$ cat src/source/fetch_params.svh
`ifndef FETCH_PARAMS_SVH
`define FETCH_PARAMS_SVH

// Address and instruction width of the fetch path
`define FETCH_ADDR_W 32

// Granted requests the memory port can keep track of
`define FETCH_MAX_OUTST 2

// PC after reset
`define FETCH_BOOT_ADDR 32'h0000_0000

`endif

$ cat src/source/fetch_pkg.sv
`include "fetch_params.svh"

package fetch_pkg;

  // Format of the instruction currently issued by the prefetch buffer
  typedef enum logic [1:0] {
    FULL_ALIGNED,  // 32-bit instruction on a word boundary
    C_ALIGNED,     // Compressed in the low halfword
    C_MISALIGNED   // Halfword at PC[1] set
  } instr_fmt_e;

  // Item passed from prefetch buffer to expander
  typedef struct packed {
    logic [`FETCH_ADDR_W-1:0] instr;       // Upper half zero when compressed
    logic [`FETCH_ADDR_W-1:0] pc;
    logic                     compressed;  // Real RVC encoding
    logic                     illegal;     // 32-bit encoding at halfword address
  } fetch_item_t;

  // Expander classification of a compressed instruction
  typedef enum logic [2:0] {
    RVC_ADDI,   // Also covers C.NOP
    RVC_LI,
    RVC_MV,
    RVC_ADD,
    RVC_OTHER   // Not expanded
  } rvc_op_e;

endpackage

$ cat src/source/fetch_ifs.sv
`timescale 1ns/1ns
`include "fetch_params.svh"

////////////////////////////////////////
// Request path to instruction memory
////////////////////////////////////////

interface instr_mem_if;
  logic                     req;     // Held until gnt
  logic [`FETCH_ADDR_W-1:0] addr;    // Word aligned
  logic                     flush;   // Branch pulse, outstanding requests go stale
  logic                     gnt;
  logic [`FETCH_ADDR_W-1:0] rdata;
  logic                     rvalid;  // Only for live requests

  // Prefetch buffer side
  modport master (
    output req, addr, flush,
    input  gnt, rdata, rvalid
  );

  // Memory port side
  modport slave (
    input  req, addr, flush,
    output gnt, rdata, rvalid
  );
endinterface

////////////////////////////////////////
// Buffer to expander handshake
////////////////////////////////////////

interface fetch_out_if;
  logic                   valid;
  logic                   ready;
  fetch_pkg::fetch_item_t item;   // Stable while valid and not ready

  modport source (
    output valid, item,
    input  ready
  );

  modport sink (
    input  valid, item,
    output ready
  );
endinterface

$ cat src/source/fetch_mem_port.sv
`timescale 1ns/1ns
`include "fetch_params.svh"

module fetch_mem_port (
  input  logic                     clk,
  input  logic                     rst_n,
  instr_mem_if.slave               mem,
  output logic                     instr_req_o,
  input  logic                     instr_gnt_i,
  output logic [`FETCH_ADDR_W-1:0] instr_addr_o,
  input  logic [`FETCH_ADDR_W-1:0] instr_rdata_i,
  input  logic                     instr_rvalid_i,
  output logic                     outst_o
);
  localparam int CNT_W = $clog2(`FETCH_MAX_OUTST + 1);
  localparam logic [CNT_W:0] MAX_CNT = `FETCH_MAX_OUTST;

  logic [CNT_W-1:0] live_q, live_d;    // Granted, response still wanted
  logic [CNT_W-1:0] stale_q, stale_d;  // Granted, cancelled by a branch
  logic [CNT_W:0]   total;
  logic             full;
  logic             grant;
  logic             rsp_stale;

  assign total = {1'b0, live_q} + {1'b0, stale_q};
  assign full  = (total >= MAX_CNT);   // No room to track another grant

  // Request goes straight out unless the tracker is full
  assign instr_req_o  = mem.req & ~full;
  assign instr_addr_o = mem.addr;
  assign grant        = instr_req_o & instr_gnt_i;
  assign mem.gnt      = grant;

  // In-order responses, so stale ones are always the oldest
  assign rsp_stale  = (stale_q != '0);
  assign mem.rvalid = instr_rvalid_i & ~rsp_stale;  // Swallow stale data
  assign mem.rdata  = instr_rdata_i;
  assign outst_o    = (total != '0);

  always_comb begin
    live_d  = live_q;
    stale_d = stale_q;
    // Retire the oldest request first
    if (instr_rvalid_i) begin
      if (rsp_stale)
        stale_d = stale_d - 1'b1;
      else
        live_d = live_d - 1'b1;
    end
    // Branch turns everything still live into stale
    if (mem.flush) begin
      stale_d = stale_d + live_d;
      live_d  = '0;
    end
    // A grant in the flush cycle belongs to the new target
    if (grant)
      live_d = live_d + 1'b1;
  end

  always_ff @(posedge clk or negedge rst_n) begin
    if (!rst_n) begin
      live_q  <= '0;
      stale_q <= '0;
    end else begin
      live_q  <= live_d;
      stale_q <= stale_d;
    end
  end

endmodule

$ cat src/source/prefetch_buffer.sv
`timescale 1ns/1ns
`include "fetch_params.svh"

module prefetch_buffer (
  input  logic                     clk,
  input  logic                     rst_n,
  input  logic                     req_i,
  input  logic                     branch_i,
  input  logic [`FETCH_ADDR_W-1:0] branch_addr_i,
  instr_mem_if.master              mem,
  fetch_out_if.source              out,
  output logic                     busy_o
);
  localparam int AW = `FETCH_ADDR_W;
  localparam logic [AW-1:0] STEP_WORD = 4;
  localparam logic [AW-1:0] STEP_HALF = 2;

  typedef enum logic [1:0] {IDLE, WAIT_GNT, WAIT_RVALID} state_e;

  state_e                 state_q, state_d;
  logic [AW-1:0]          fetch_addr_q, fetch_addr_d;  // PC of the item being issued
  logic [AW-1:0]          held_word_q, held_word_d;    // Word kept on stall or for high half
  logic                   held_valid_q, held_valid_d;

  fetch_pkg::instr_fmt_e  fmt;
  fetch_pkg::fetch_item_t item;
  logic [AW-1:0]          word_mux;
  logic [AW-1:0]          pc_next;
  logic [15:0]            half;
  logic                   misaligned;
  logic                   word_avail;

  assign misaligned = fetch_addr_q[1];
  assign word_mux   = held_valid_q ? held_word_q : mem.rdata;
  assign word_avail = held_valid_q | mem.rvalid;
  assign half       = misaligned ? word_mux[31:16] : word_mux[15:0];

  // Decide what sits at the current PC
  always_comb begin
    if (misaligned)
      fmt = fetch_pkg::C_MISALIGNED;
    else if (word_mux[1:0] != 2'b11)
      fmt = fetch_pkg::C_ALIGNED;
    else
      fmt = fetch_pkg::FULL_ALIGNED;
  end

  // The one PC adder
  always_comb begin
    unique case (fmt)
      fetch_pkg::FULL_ALIGNED: pc_next = fetch_addr_q + STEP_WORD;
      default:                 pc_next = fetch_addr_q + STEP_HALF;  // Also after illegal
    endcase
  end

  // Item toward the expander
  always_comb begin
    item.pc         = fetch_addr_q;
    item.compressed = (fmt != fetch_pkg::FULL_ALIGNED) && (half[1:0] != 2'b11);
    item.illegal    = (fmt == fetch_pkg::C_MISALIGNED) && (half[1:0] == 2'b11);
    if (fmt == fetch_pkg::FULL_ALIGNED)
      item.instr = word_mux;
    else
      item.instr = {16'h0000, half};  // Raw halfword with upper part zero
  end
  assign out.item = item;

  ////////////////////////////////////////
  // Fetch FSM
  ////////////////////////////////////////

  always_comb begin
    state_d      = state_q;
    fetch_addr_d = fetch_addr_q;
    held_word_d  = held_word_q;
    held_valid_d = held_valid_q;
    mem.req      = 1'b0;
    mem.addr     = {fetch_addr_q[AW-1:2], 2'b00};
    mem.flush    = 1'b0;
    out.valid    = 1'b0;

    if (branch_i) begin
      // Branch wins in every state and cancels the current item
      held_valid_d = 1'b0;
      fetch_addr_d = branch_addr_i;
      mem.flush    = 1'b1;
      if (req_i) begin
        mem.req  = 1'b1;
        mem.addr = {branch_addr_i[AW-1:2], 2'b00};
        state_d  = mem.gnt ? WAIT_RVALID : WAIT_GNT;
      end else begin
        state_d = IDLE;
      end
    end else begin
      unique case (state_q)
        IDLE: begin
          if (held_valid_q && misaligned) begin
            out.valid = 1'b1;  // High half of the kept word without a memory access
            if (out.ready) begin
              held_valid_d = 1'b0;
              fetch_addr_d = pc_next;
            end
          end else if (req_i) begin
            held_valid_d = 1'b0;
            mem.req      = 1'b1;
            state_d      = mem.gnt ? WAIT_RVALID : WAIT_GNT;
          end
        end

        WAIT_GNT: begin
          mem.req = 1'b1;  // Hold req and addr until granted
          if (mem.gnt)
            state_d = WAIT_RVALID;
        end

        WAIT_RVALID: begin
          if (word_avail) begin
            out.valid   = 1'b1;
            held_word_d = word_mux;
            if (!out.ready) begin
              held_valid_d = 1'b1;  // Stall keeps the word stable
            end else begin
              fetch_addr_d = pc_next;
              if (fmt == fetch_pkg::C_ALIGNED) begin
                held_valid_d = 1'b1;  // High half may be another instruction
                state_d      = IDLE;
              end else begin
                held_valid_d = 1'b0;
                if (req_i) begin
                  // Chain the next fetch without a bubble
                  mem.req  = 1'b1;
                  mem.addr = {pc_next[AW-1:2], 2'b00};
                  state_d  = mem.gnt ? WAIT_RVALID : WAIT_GNT;
                end else begin
                  state_d = IDLE;
                end
              end
            end
          end
        end

        default: state_d = IDLE;
      endcase
    end
  end

  assign busy_o = (state_q != IDLE) | mem.req | out.valid;

  always_ff @(posedge clk or negedge rst_n) begin
    if (!rst_n) begin
      state_q      <= IDLE;
      fetch_addr_q <= `FETCH_BOOT_ADDR;
      held_valid_q <= 1'b0;
    end else begin
      state_q      <= state_d;
      fetch_addr_q <= fetch_addr_d;
      held_valid_q <= held_valid_d;
    end
  end

  // Held word storage
  always_ff @(posedge clk) begin
    held_word_q <= held_word_d;
  end

endmodule

$ cat src/source/rvc_expander.sv
`timescale 1ns/1ns
`include "fetch_params.svh"

module rvc_expander (
  input  logic                     clk,
  input  logic                     rst_n,
  input  logic                     branch_i,
  fetch_out_if.sink                in,
  output logic                     id_valid_o,
  input  logic                     id_ready_i,
  output logic [`FETCH_ADDR_W-1:0] id_instr_o,
  output logic [`FETCH_ADDR_W-1:0] id_addr_o,
  output logic                     id_compressed_o,
  output logic                     id_illegal_o,
  output logic                     id_unsupported_o,
  output logic                     full_o
);
  localparam logic [6:0] OPC_OPIMM = 7'b0010011;
  localparam logic [6:0] OPC_OP    = 7'b0110011;

  fetch_pkg::rvc_op_e       op;
  logic [15:0]              c;
  logic [4:0]               rd;
  logic [4:0]               rs2;
  logic [11:0]              imm;
  logic [`FETCH_ADDR_W-1:0] expanded;
  logic                     full_q;
  logic                     load;

  assign c   = in.item.instr[15:0];
  assign rd  = c[11:7];                          // Also rs1 for ADDI and ADD
  assign rs2 = c[6:2];
  assign imm = {{6{c[12]}}, c[12], c[6:2]};      // Sign extended CI immediate

  // Classify by funct3 and quadrant
  always_comb begin
    op = fetch_pkg::RVC_OTHER;
    if (in.item.compressed) begin
      case ({c[15:13], c[1:0]})
        5'b000_01: op = fetch_pkg::RVC_ADDI;   // C.NOP lands here too
        5'b010_01: op = fetch_pkg::RVC_LI;
        5'b100_10: begin
          // rs2 of zero means JR, JALR or EBREAK
          if (rs2 != 5'd0)
            op = c[12] ? fetch_pkg::RVC_ADD : fetch_pkg::RVC_MV;
        end
        default:   op = fetch_pkg::RVC_OTHER;
      endcase
    end
  end

  // 32-bit equivalents
  always_comb begin
    unique case (op)
      fetch_pkg::RVC_ADDI: expanded = {imm, rd, 3'b000, rd, OPC_OPIMM};
      fetch_pkg::RVC_LI:   expanded = {imm, 5'd0, 3'b000, rd, OPC_OPIMM};    // addi rd, x0
      fetch_pkg::RVC_MV:   expanded = {7'd0, rs2, 5'd0, 3'b000, rd, OPC_OP}; // add rd, x0
      fetch_pkg::RVC_ADD:  expanded = {7'd0, rs2, rd, 3'b000, rd, OPC_OP};
      default:             expanded = in.item.instr;                        // Raw
    endcase
  end

  ////////////////////////////////////////
  // Output register toward decode
  ////////////////////////////////////////

  assign in.ready = ~full_q | id_ready_i;   // Refill while decode drains
  assign load     = in.valid & in.ready;

  always_ff @(posedge clk or negedge rst_n) begin
    if (!rst_n)
      full_q <= 1'b0;
    else if (branch_i)
      full_q <= 1'b0;                       // Drop the wrong-path item
    else if (load)
      full_q <= 1'b1;
    else if (id_ready_i)
      full_q <= 1'b0;
  end

  always_ff @(posedge clk) begin
    if (load) begin
      id_instr_o       <= expanded;
      id_addr_o        <= in.item.pc;
      id_compressed_o  <= in.item.compressed;
      id_illegal_o     <= in.item.illegal;
      id_unsupported_o <= in.item.compressed && (op == fetch_pkg::RVC_OTHER);
    end
  end

  assign id_valid_o = full_q;
  assign full_o     = full_q;

endmodule

$ cat src/source/fetch_top.sv
`timescale 1ns/1ns
`include "fetch_params.svh"

module fetch_top (
  input  logic                     clk,
  input  logic                     rst_n,
  // Controller
  input  logic                     req_i,
  input  logic                     branch_i,
  input  logic [`FETCH_ADDR_W-1:0] branch_addr_i,
  // Instruction memory
  output logic                     instr_req_o,
  input  logic                     instr_gnt_i,
  output logic [`FETCH_ADDR_W-1:0] instr_addr_o,
  input  logic [`FETCH_ADDR_W-1:0] instr_rdata_i,
  input  logic                     instr_rvalid_i,
  // Decode
  output logic                     id_valid_o,
  input  logic                     id_ready_i,
  output logic [`FETCH_ADDR_W-1:0] id_instr_o,
  output logic [`FETCH_ADDR_W-1:0] id_addr_o,
  output logic                     id_compressed_o,
  output logic                     id_illegal_o,
  output logic                     id_unsupported_o,
  output logic                     busy_o
);
  logic buf_busy;  // Buffer FSM active or item offered
  logic outst;     // Grants waiting for rvalid
  logic exp_full;  // Output register occupied

  instr_mem_if mem_if ();
  fetch_out_if out_if ();

  fetch_mem_port u_mem_port (
    .clk, .rst_n, .mem(mem_if.slave),
    .instr_req_o, .instr_gnt_i, .instr_addr_o, .instr_rdata_i, .instr_rvalid_i,
    .outst_o(outst)
  );

  prefetch_buffer u_prefetch (
    .clk, .rst_n, .req_i, .branch_i, .branch_addr_i,
    .mem(mem_if.master), .out(out_if.source), .busy_o(buf_busy)
  );

  rvc_expander u_expander (
    .clk, .rst_n, .branch_i, .in(out_if.sink),
    .id_valid_o, .id_ready_i, .id_instr_o, .id_addr_o,
    .id_compressed_o, .id_illegal_o, .id_unsupported_o,
    .full_o(exp_full)
  );

  assign busy_o = buf_busy | outst | exp_full;

endmodule

$ cat config.mk
export PLATFORM = sky130hd
export DESIGN_NAME = fetch_top
export DESIGN_NICKNAME = d
export VERILOG_FILES = /design/src/source/fetch_pkg.sv /design/src/source/fetch_ifs.sv /design/src/source/fetch_mem_port.sv /design/src/source/prefetch_buffer.sv /design/src/source/rvc_expander.sv /design/src/source/fetch_top.sv
export VERILOG_INCLUDE_DIRS = /design/src /design/src/source
export SDC_FILE = /design/constraint.sdc
export NUM_CORES = 1
export LEC_CHECK = 0
export BUFFER_PORTS_ARGS = -buffer_cell sky130_fd_sc_hd__buf_2
export CAP_MARGIN = 20
export CORE_AREA = 2 2 149 151
export CTS_BUF_LIST = sky130_fd_sc_hd__clkbuf_4
export CTS_CLUSTER_DIAMETER = 60
export DETAILED_ROUTE_END_ITERATION = 10
export DIE_AREA = 0 0 151 153
export PLACE_DENSITY = 0.6
export SETUP_SLACK_MARGIN = 0.1
export SLEW_MARGIN = 15
export SYNTH_ARGS = -nofsm -noshare
export SYNTH_HDL_FRONTEND = slang
export SYNTH_HIERARCHICAL = 1
export SYNTH_SLANG_ARGS = --single-unit
$ cat constraint.sdc
create_clock -name clk -period 3.85 [get_ports clk]
set_clock_uncertainty 0.05 [all_clocks]
set_input_delay 0 -clock clk [delete_from_list [all_inputs] [get_ports clk]]
set_output_delay 0 -clock clk [all_outputs]
set_load 0.01 [all_outputs]
Word-level counts from Yosys, hierarchy flattened. Index checks and enable logic that the tools add are counted.

Register bits after elaboration: 139. Input port bits: 71. Word-level logic and storage cells: 137.

Add/sub/neg operators: 7. Magnitude comparators: 1. Eq/ne operators: 22. Multiplexer cells: 63. Bitwise operators: 14. Reduce and logical (&&, ||, !) cells: 18.

Operators with widths (count): 32-bit two-way mux (14); 32-bit one-hot mux with 4 select lines (1); 32-bit one-hot mux with 2 select lines (1); 2-bit two-way mux (17); 32-bit by 2-bit adder with 32-bit output (second input constant) (1); 32-bit by 3-bit adder with 32-bit output (second input constant) (1); 1-bit two-way mux (22); 16-bit two-way mux (1); 3-bit by 2-bit != test with 1-bit output (second input constant) (4); 3-bit one-hot mux with 3 select lines (1); 3-bit nonzero test (3); 4-bit by 3-bit != test with 1-bit output (second input constant) (2); 2-bit equality test (second input constant) (3); 3-bit by 2-bit equality test with 1-bit output (second input constant) (2); 3-bit two-way mux (2); 3-bit != test (second input constant) (2); 1-bit bitwise OR (6); 2-bit one-hot mux with 3 select lines (1); 3-bit AND reduction (2); 2-bit nonzero test (3); 5-bit by 1-bit equality test with 1-bit output (second input constant) (1); 5-bit by 4-bit equality test with 1-bit output (second input constant) (1); 5-bit equality test (second input constant) (1); 5-bit AND reduction (1); 18 further kinds (32).

Depth between registers and ports, before layout.
Word-level depth: 19. Gate-level depth with buffers: 13. Depth with buffers taken out: 10.

Modules after synthesis. Netlist, hierarchy kept.

Modules (own cells, without submodules): prefetch_buffer (times used 1, cells an instance 615, area each 5280.1 µm², seq. area each 1836.8 µm²); rvc_expander (times used 1, cells an instance 118, area each 2416.1 µm², seq. area each 2037.0 µm²); fetch_mem_port (times used 1, cells an instance 95, area each 792.0 µm², seq. area each 100.1 µm²); fetch_top (times used 1, cells an instance 1, area each 6.3 µm², seq. area each 0.0 µm²).

Least setup slack after synthesis. OpenSTA, ideal clock, no wires.

Path kind: register -> register. From: register u_mem_port.stale_q[0]. To: register u_prefetch.held_word_q[0] (enable). Arrival time: 3121 ps. Setup slack: 218 ps. Stages on the path, launching flop included: 5. Path buffers: 0. Cells stage by stage: dfrtp_1 nand2b_1 nor2_1 o21ai_0 nor3_1.

Word-level cells in the longest chain between the ends: 5.

Ends and longest elaborated chain: start, declared (line fetch_mem_port.sv:19) `logic [CNT_W-1:0] stale_q, stale_d;`; start signal, assigned (line fetch_mem_port.sv:66) `stale_q <= stale_d;`; 2-bit nonzero test (line fetch_mem_port.sv:35) `assign rsp_stale = (stale_q != '0);`; 1-bit inverter (line fetch_mem_port.sv:36) `assign mem.rvalid = instr_rvalid_i & ~rsp_stale;`; 1-bit bitwise AND (line fetch_mem_port.sv:36); via mem_if.rvalid (line fetch_ifs.sv:14) `logic rvalid;`; 1-bit bitwise OR (line prefetch_buffer.sv:35) `assign word_avail = held_valid_q | mem.rvalid;`; 3-bit AND reduction (no source line); end signal, assigned (line prefetch_buffer.sv:163) `held_word_q <= held_word_d;`; end, declared (line prefetch_buffer.sv:22) `logic [AW-1:0] held_word_q, held_word_d;`.

The timed path passes the listed nets, and every way through them passes these cells. A chain may end at the register's enable or synchronous reset.

Worst setup path after layout.
From: register u_prefetch.fetch_addr_q[1]. To: output instr_addr_o[29].

Word-level cells in the longest chain between the ends: 9.

Ends and longest elaborated chain: start, declared (line prefetch_buffer.sv:21) `logic [AW-1:0] fetch_addr_q, fetch_addr_d;`; start signal, assigned (line prefetch_buffer.sv:152) `` fetch_addr_q <= `FETCH_BOOT_ADDR; ``; start signal, assigned (line prefetch_buffer.sv:156) `fetch_addr_q <= fetch_addr_d;`; parallel branches: the longest is 4 deep, another holds 32-bit by 2-bit adder with 32-bit output; 32-bit two-way mux (*) (line prefetch_buffer.sv:124) `if (fmt == fetch_pkg::C_ALIGNED) begin`; 32-bit two-way mux (*) (line prefetch_buffer.sv:120) `if (!out.ready) begin`; 32-bit two-way mux (*) (line prefetch_buffer.sv:117) `if (word_avail) begin`; 32-bit two-way mux (*) (line prefetch_buffer.sv:95) `unique case (state_q)`; 32-bit two-way mux (*) (line prefetch_buffer.sv:82) `if (branch_i) begin`; end, declared (line fetch_top.sv:14) `` output logic [`FETCH_ADDR_W-1:0] instr_addr_o, ``.

Mark *: on every way between the ends.

==> metrics.md <==
| Metric | Value |
|---|---|
| Status | finished clean |
| Fmax | 288 MHz |
| Antenna viol nets, final | 0 |
| Die H | 153 um |
| Sw Pwr | 1.36 mW |
| Cells along the critical path | buf_4 -> nand4b_1 -> nand3_2 -> a211oi_2 -> buf_4 -> mux2i_1 -> or3_1 -> buf_2 |
| Register area share after synthesis | 0.468 |
| CP Max Fanout | 21 |
| Multi-input logic area | 3670 sq um |
| Post-placement cell count | 1168 |
| Register area | 3980 sq um |
| Total internal power | 2.45 mW |
| Top FF cell, synth | edfxtp_1 |
| Initial antenna violation count | 1 |
| Worst-Margin Slew | 0.783 ns |
| Synthesized area per cell | 10.2 sq um |
| Post-synth EDFFs | 99 |
| Clk sinks | 139 |
| Critical Path Max Stage Delay | 0.57 ns |
| # IOs | 173 |
| Root Buffer | clkbuf_4 |
| Die area | 23100 sq um |
| Netlist cell types | 69 |
| Syn Std Cell Area | 8490 sq um |
| CTS tree | done |
| Seq pwr share | 0.490 |
| Layout cells sized above 1 | 0.270 |
| CP max stage cell | dfrtp_2 |
| Gr ovfl total | 0 |
| Clock Pin Slew Worst Setup and Hold Paths | 0.16 ns |
| DR pass1 iterations | 7 |
| First-pass GRT wire length | 34800 um |
| Final Max Slew Viols | 0 |
| Yosys synthesis warning count | 6 |
| Cts bufs inserted | 17 |
| Asr flop ratio synth | 0.288 |
| Max-slew headroom | 0.478 |
| Post-DP HPWL | 15200 um |
| CP endpoint kind | output port |
| Final GP Congestion | 0.799 |
| CP arrival | 3.42 ns |
| Final WL | 22300 um |
| Via count | 6665 |
| Most Frequent Cell on Critical Path | buf_4 |
| Largest net degree at the start of global routing | 75 |
| Clock network fraction of total power | 0.269 |
| Pwr dens | 375 nW/um^2 |
| Combinational group share of total power | 0.241 |
| DRC | 0 |
| Initial core utilization | 0.395 |
| Dominant cell type by area after synthesis | edfxtp_1 |
| Synth top cells by count | edfxtp_1, buf_4, nand2_1 |
| Setup violators final | 0 |
| Hold_ws | 0.118 ns |
| CP Launch Type | flop |
| P_leak | 3.91 nW |
| Worst IR Drop VDD | 0.187 mV |
| Post-synthesis sequential element count | 139 |
| Crit path time final | 3.47 ns |
| IO Port Bufs | 170 |
| Core footprint | 21500 sq um |
| Ranking of synthesized cells by area | edfxtp_1, dfrtp_1, buf_4 |
| Clk buf depth | 2 |
| Max-cap violations | 0 |
| HP Class | input pin to flop |
| CTS H-tree lvls | 4 |
| Critical Path RT | 3.80 ns |
| DR vias/cell | 5.22 |
| Most numerous cell in the Yosys netlist | edfxtp_1 |
| Hold Vio Cnt, Final | 0 |
| Worst-Skew Late Latency | 0.58 ns |
| GRT Overall Usage | 0.193 |
| Average wire per standard cell | 17.5 um |
| # nets final | 1059 |
| Row cnt | 54 |
| Fillcell total | 2061 |
| Sw frac | 0.357 |
| Finished Layout Cells | 1277 |
| Crit share post-route | 0.902 |
| Syn Inst Count | 829 |
| RSZ-0062 raised after global routing | false |
| Post-synth top area share | 0.350 |
| Starting DRT DRC Count | 425 |
| Critical path class | flop to output port |
| Die W | 151 um |
| Layout overhead on the synthesized area | 19.6% |
| Setup TNS | 0 ns |
| Vias in the first global route | 6297 |
## registers in the layout (all words and copies together), names as in the netlist
register	flops
u_expander/id_compressed_o	1
u_mem_port/live_q	2
u_prefetch/held_valid_q	1
u_prefetch/fetch_addr_q	32
u_expander/id_unsupported_o	1
u_expander/full_o	1
u_prefetch/held_word_q	32
u_mem_port/stale_q	2
u_expander/id_addr_o	32
u_expander/id_illegal_o	1
u_prefetch/state_q	2
u_expander/id_instr_o	32
## cell families after synthesis
kind of cell | synth area share
AOI/OAI and AO/OA | 0.151
xor gates and xnor gates | 0.0381
adders and majority gates | 0.00825
buffers and inverters | 0.104
DFF | 0.468
muxes | 0.0725
other | 0.000441
and+or+nand+nor | 0.159
## stage by stage
stage / setup slack, ns / utilization / total power, mW / area [sq um]
floorplan: 0.218 / - / 2.54 / 8500
global placement: 0.671 / 0.422 / 2.74 / 9070
detailed placement: 0.580 / 0.422 / 2.75 / 9070
CTS: 0.192 / 0.471 / 3.84 / 10100
global route: 0.172 / 0.473 / 4.02 / 10200
finish: 0.378 / 0.473 / 3.82 / 10200
## critical path, delay by kind of cell (launching register included)
family / cells / cell delay (ns)
AO/OA/AOI/OAI: 1 / 0.35
buffers and inverters: 3 / 0.74
flip-flops: 1 / 0.57
multiplexers: 1 / 0.10
AND/OR/NAND/NOR: 3 / 1.10
## timing repair
action	CTS	global route
endpoints found under the hold margin	136	14
setup endpoints to repair	0	8
gates resized for setup	0	2
setup buffers	0	0
hold buffers	74	1
## metal layers
layer,wire (um),vias up,global-route usage,part of all wire
li1,-,3259,-,-
met4,264,0,0.0512,0.012
met5,0,-,0,0
met3,1060,19,0.0367,0.047
met2,10600,181,0.305,0.47
met1,10400,3206,0.273,0.47
## power groups by stage
stage / logic, mW / clock network [mW] / registers (mW)
after floorplan: 0.704 / 0 / 1.84
after global placement: 0.843 / 0 / 1.90
after detailed placement: 0.853 / 0 / 1.90
after CTS: 0.916 / 1.06 / 1.87
after global routing: 1.02 / 1.11 / 1.89
final: 0.919 / 1.03 / 1.87
## final timing paths
check	from	to	slack, ns	depth (start not counted)
max	u_prefetch/fetch_addr_q[1]	instr_addr_o[29]	0.38	8
min	branch_addr_i[24]	u_prefetch/fetch_addr_q[24]	0.12	4
max reg2reg	u_prefetch/held_valid_q	u_expander/id_instr_o[20]	0.57	7
min reg2reg	u_prefetch/fetch_addr_q[0]	u_expander/id_addr_o[0]	0.42	0
max in group asynchronous	rst_n	u_prefetch/state_q[1]	2.88	4
min in group asynchronous	rst_n	u_prefetch/fetch_addr_q[0]	0.35	3
## cell type report
type                       instances  share of cell area
sequential                       139               0.391
multi-input combinational        536               0.361
timing repair buffer             261               0.172
tap                              280              0.0345
clock inverter                    15              0.0186
clock buffer                      17              0.0126
inverter                          28              0.0103
antenna                            1            0.000246
## cells in the final DEF, fill, tap and decap left out, drive strengths merged, types with 5 or more instances in the layout
cell,count
mux2i,30
nor4,8
a22o,5
clkinv,8
and2,7
xnor2,21
dlygate4sd3,75
a21o,14
nand2,59
a211oi,23
buf,186
nor3,13
nor2,52
xor2,16
and3,6
edfxtp,99
o211a,5
o21ai,37
a31oi,10
a21oi,48
inv,35
clkbuf,17
a2111oi,8
nand4,26
or4,6
nand3,29
o211ai,10
or3,8
nor2b,22
dfrtp,40
nand2b,5
mux2,28
(Power assumes the default switching activity.)
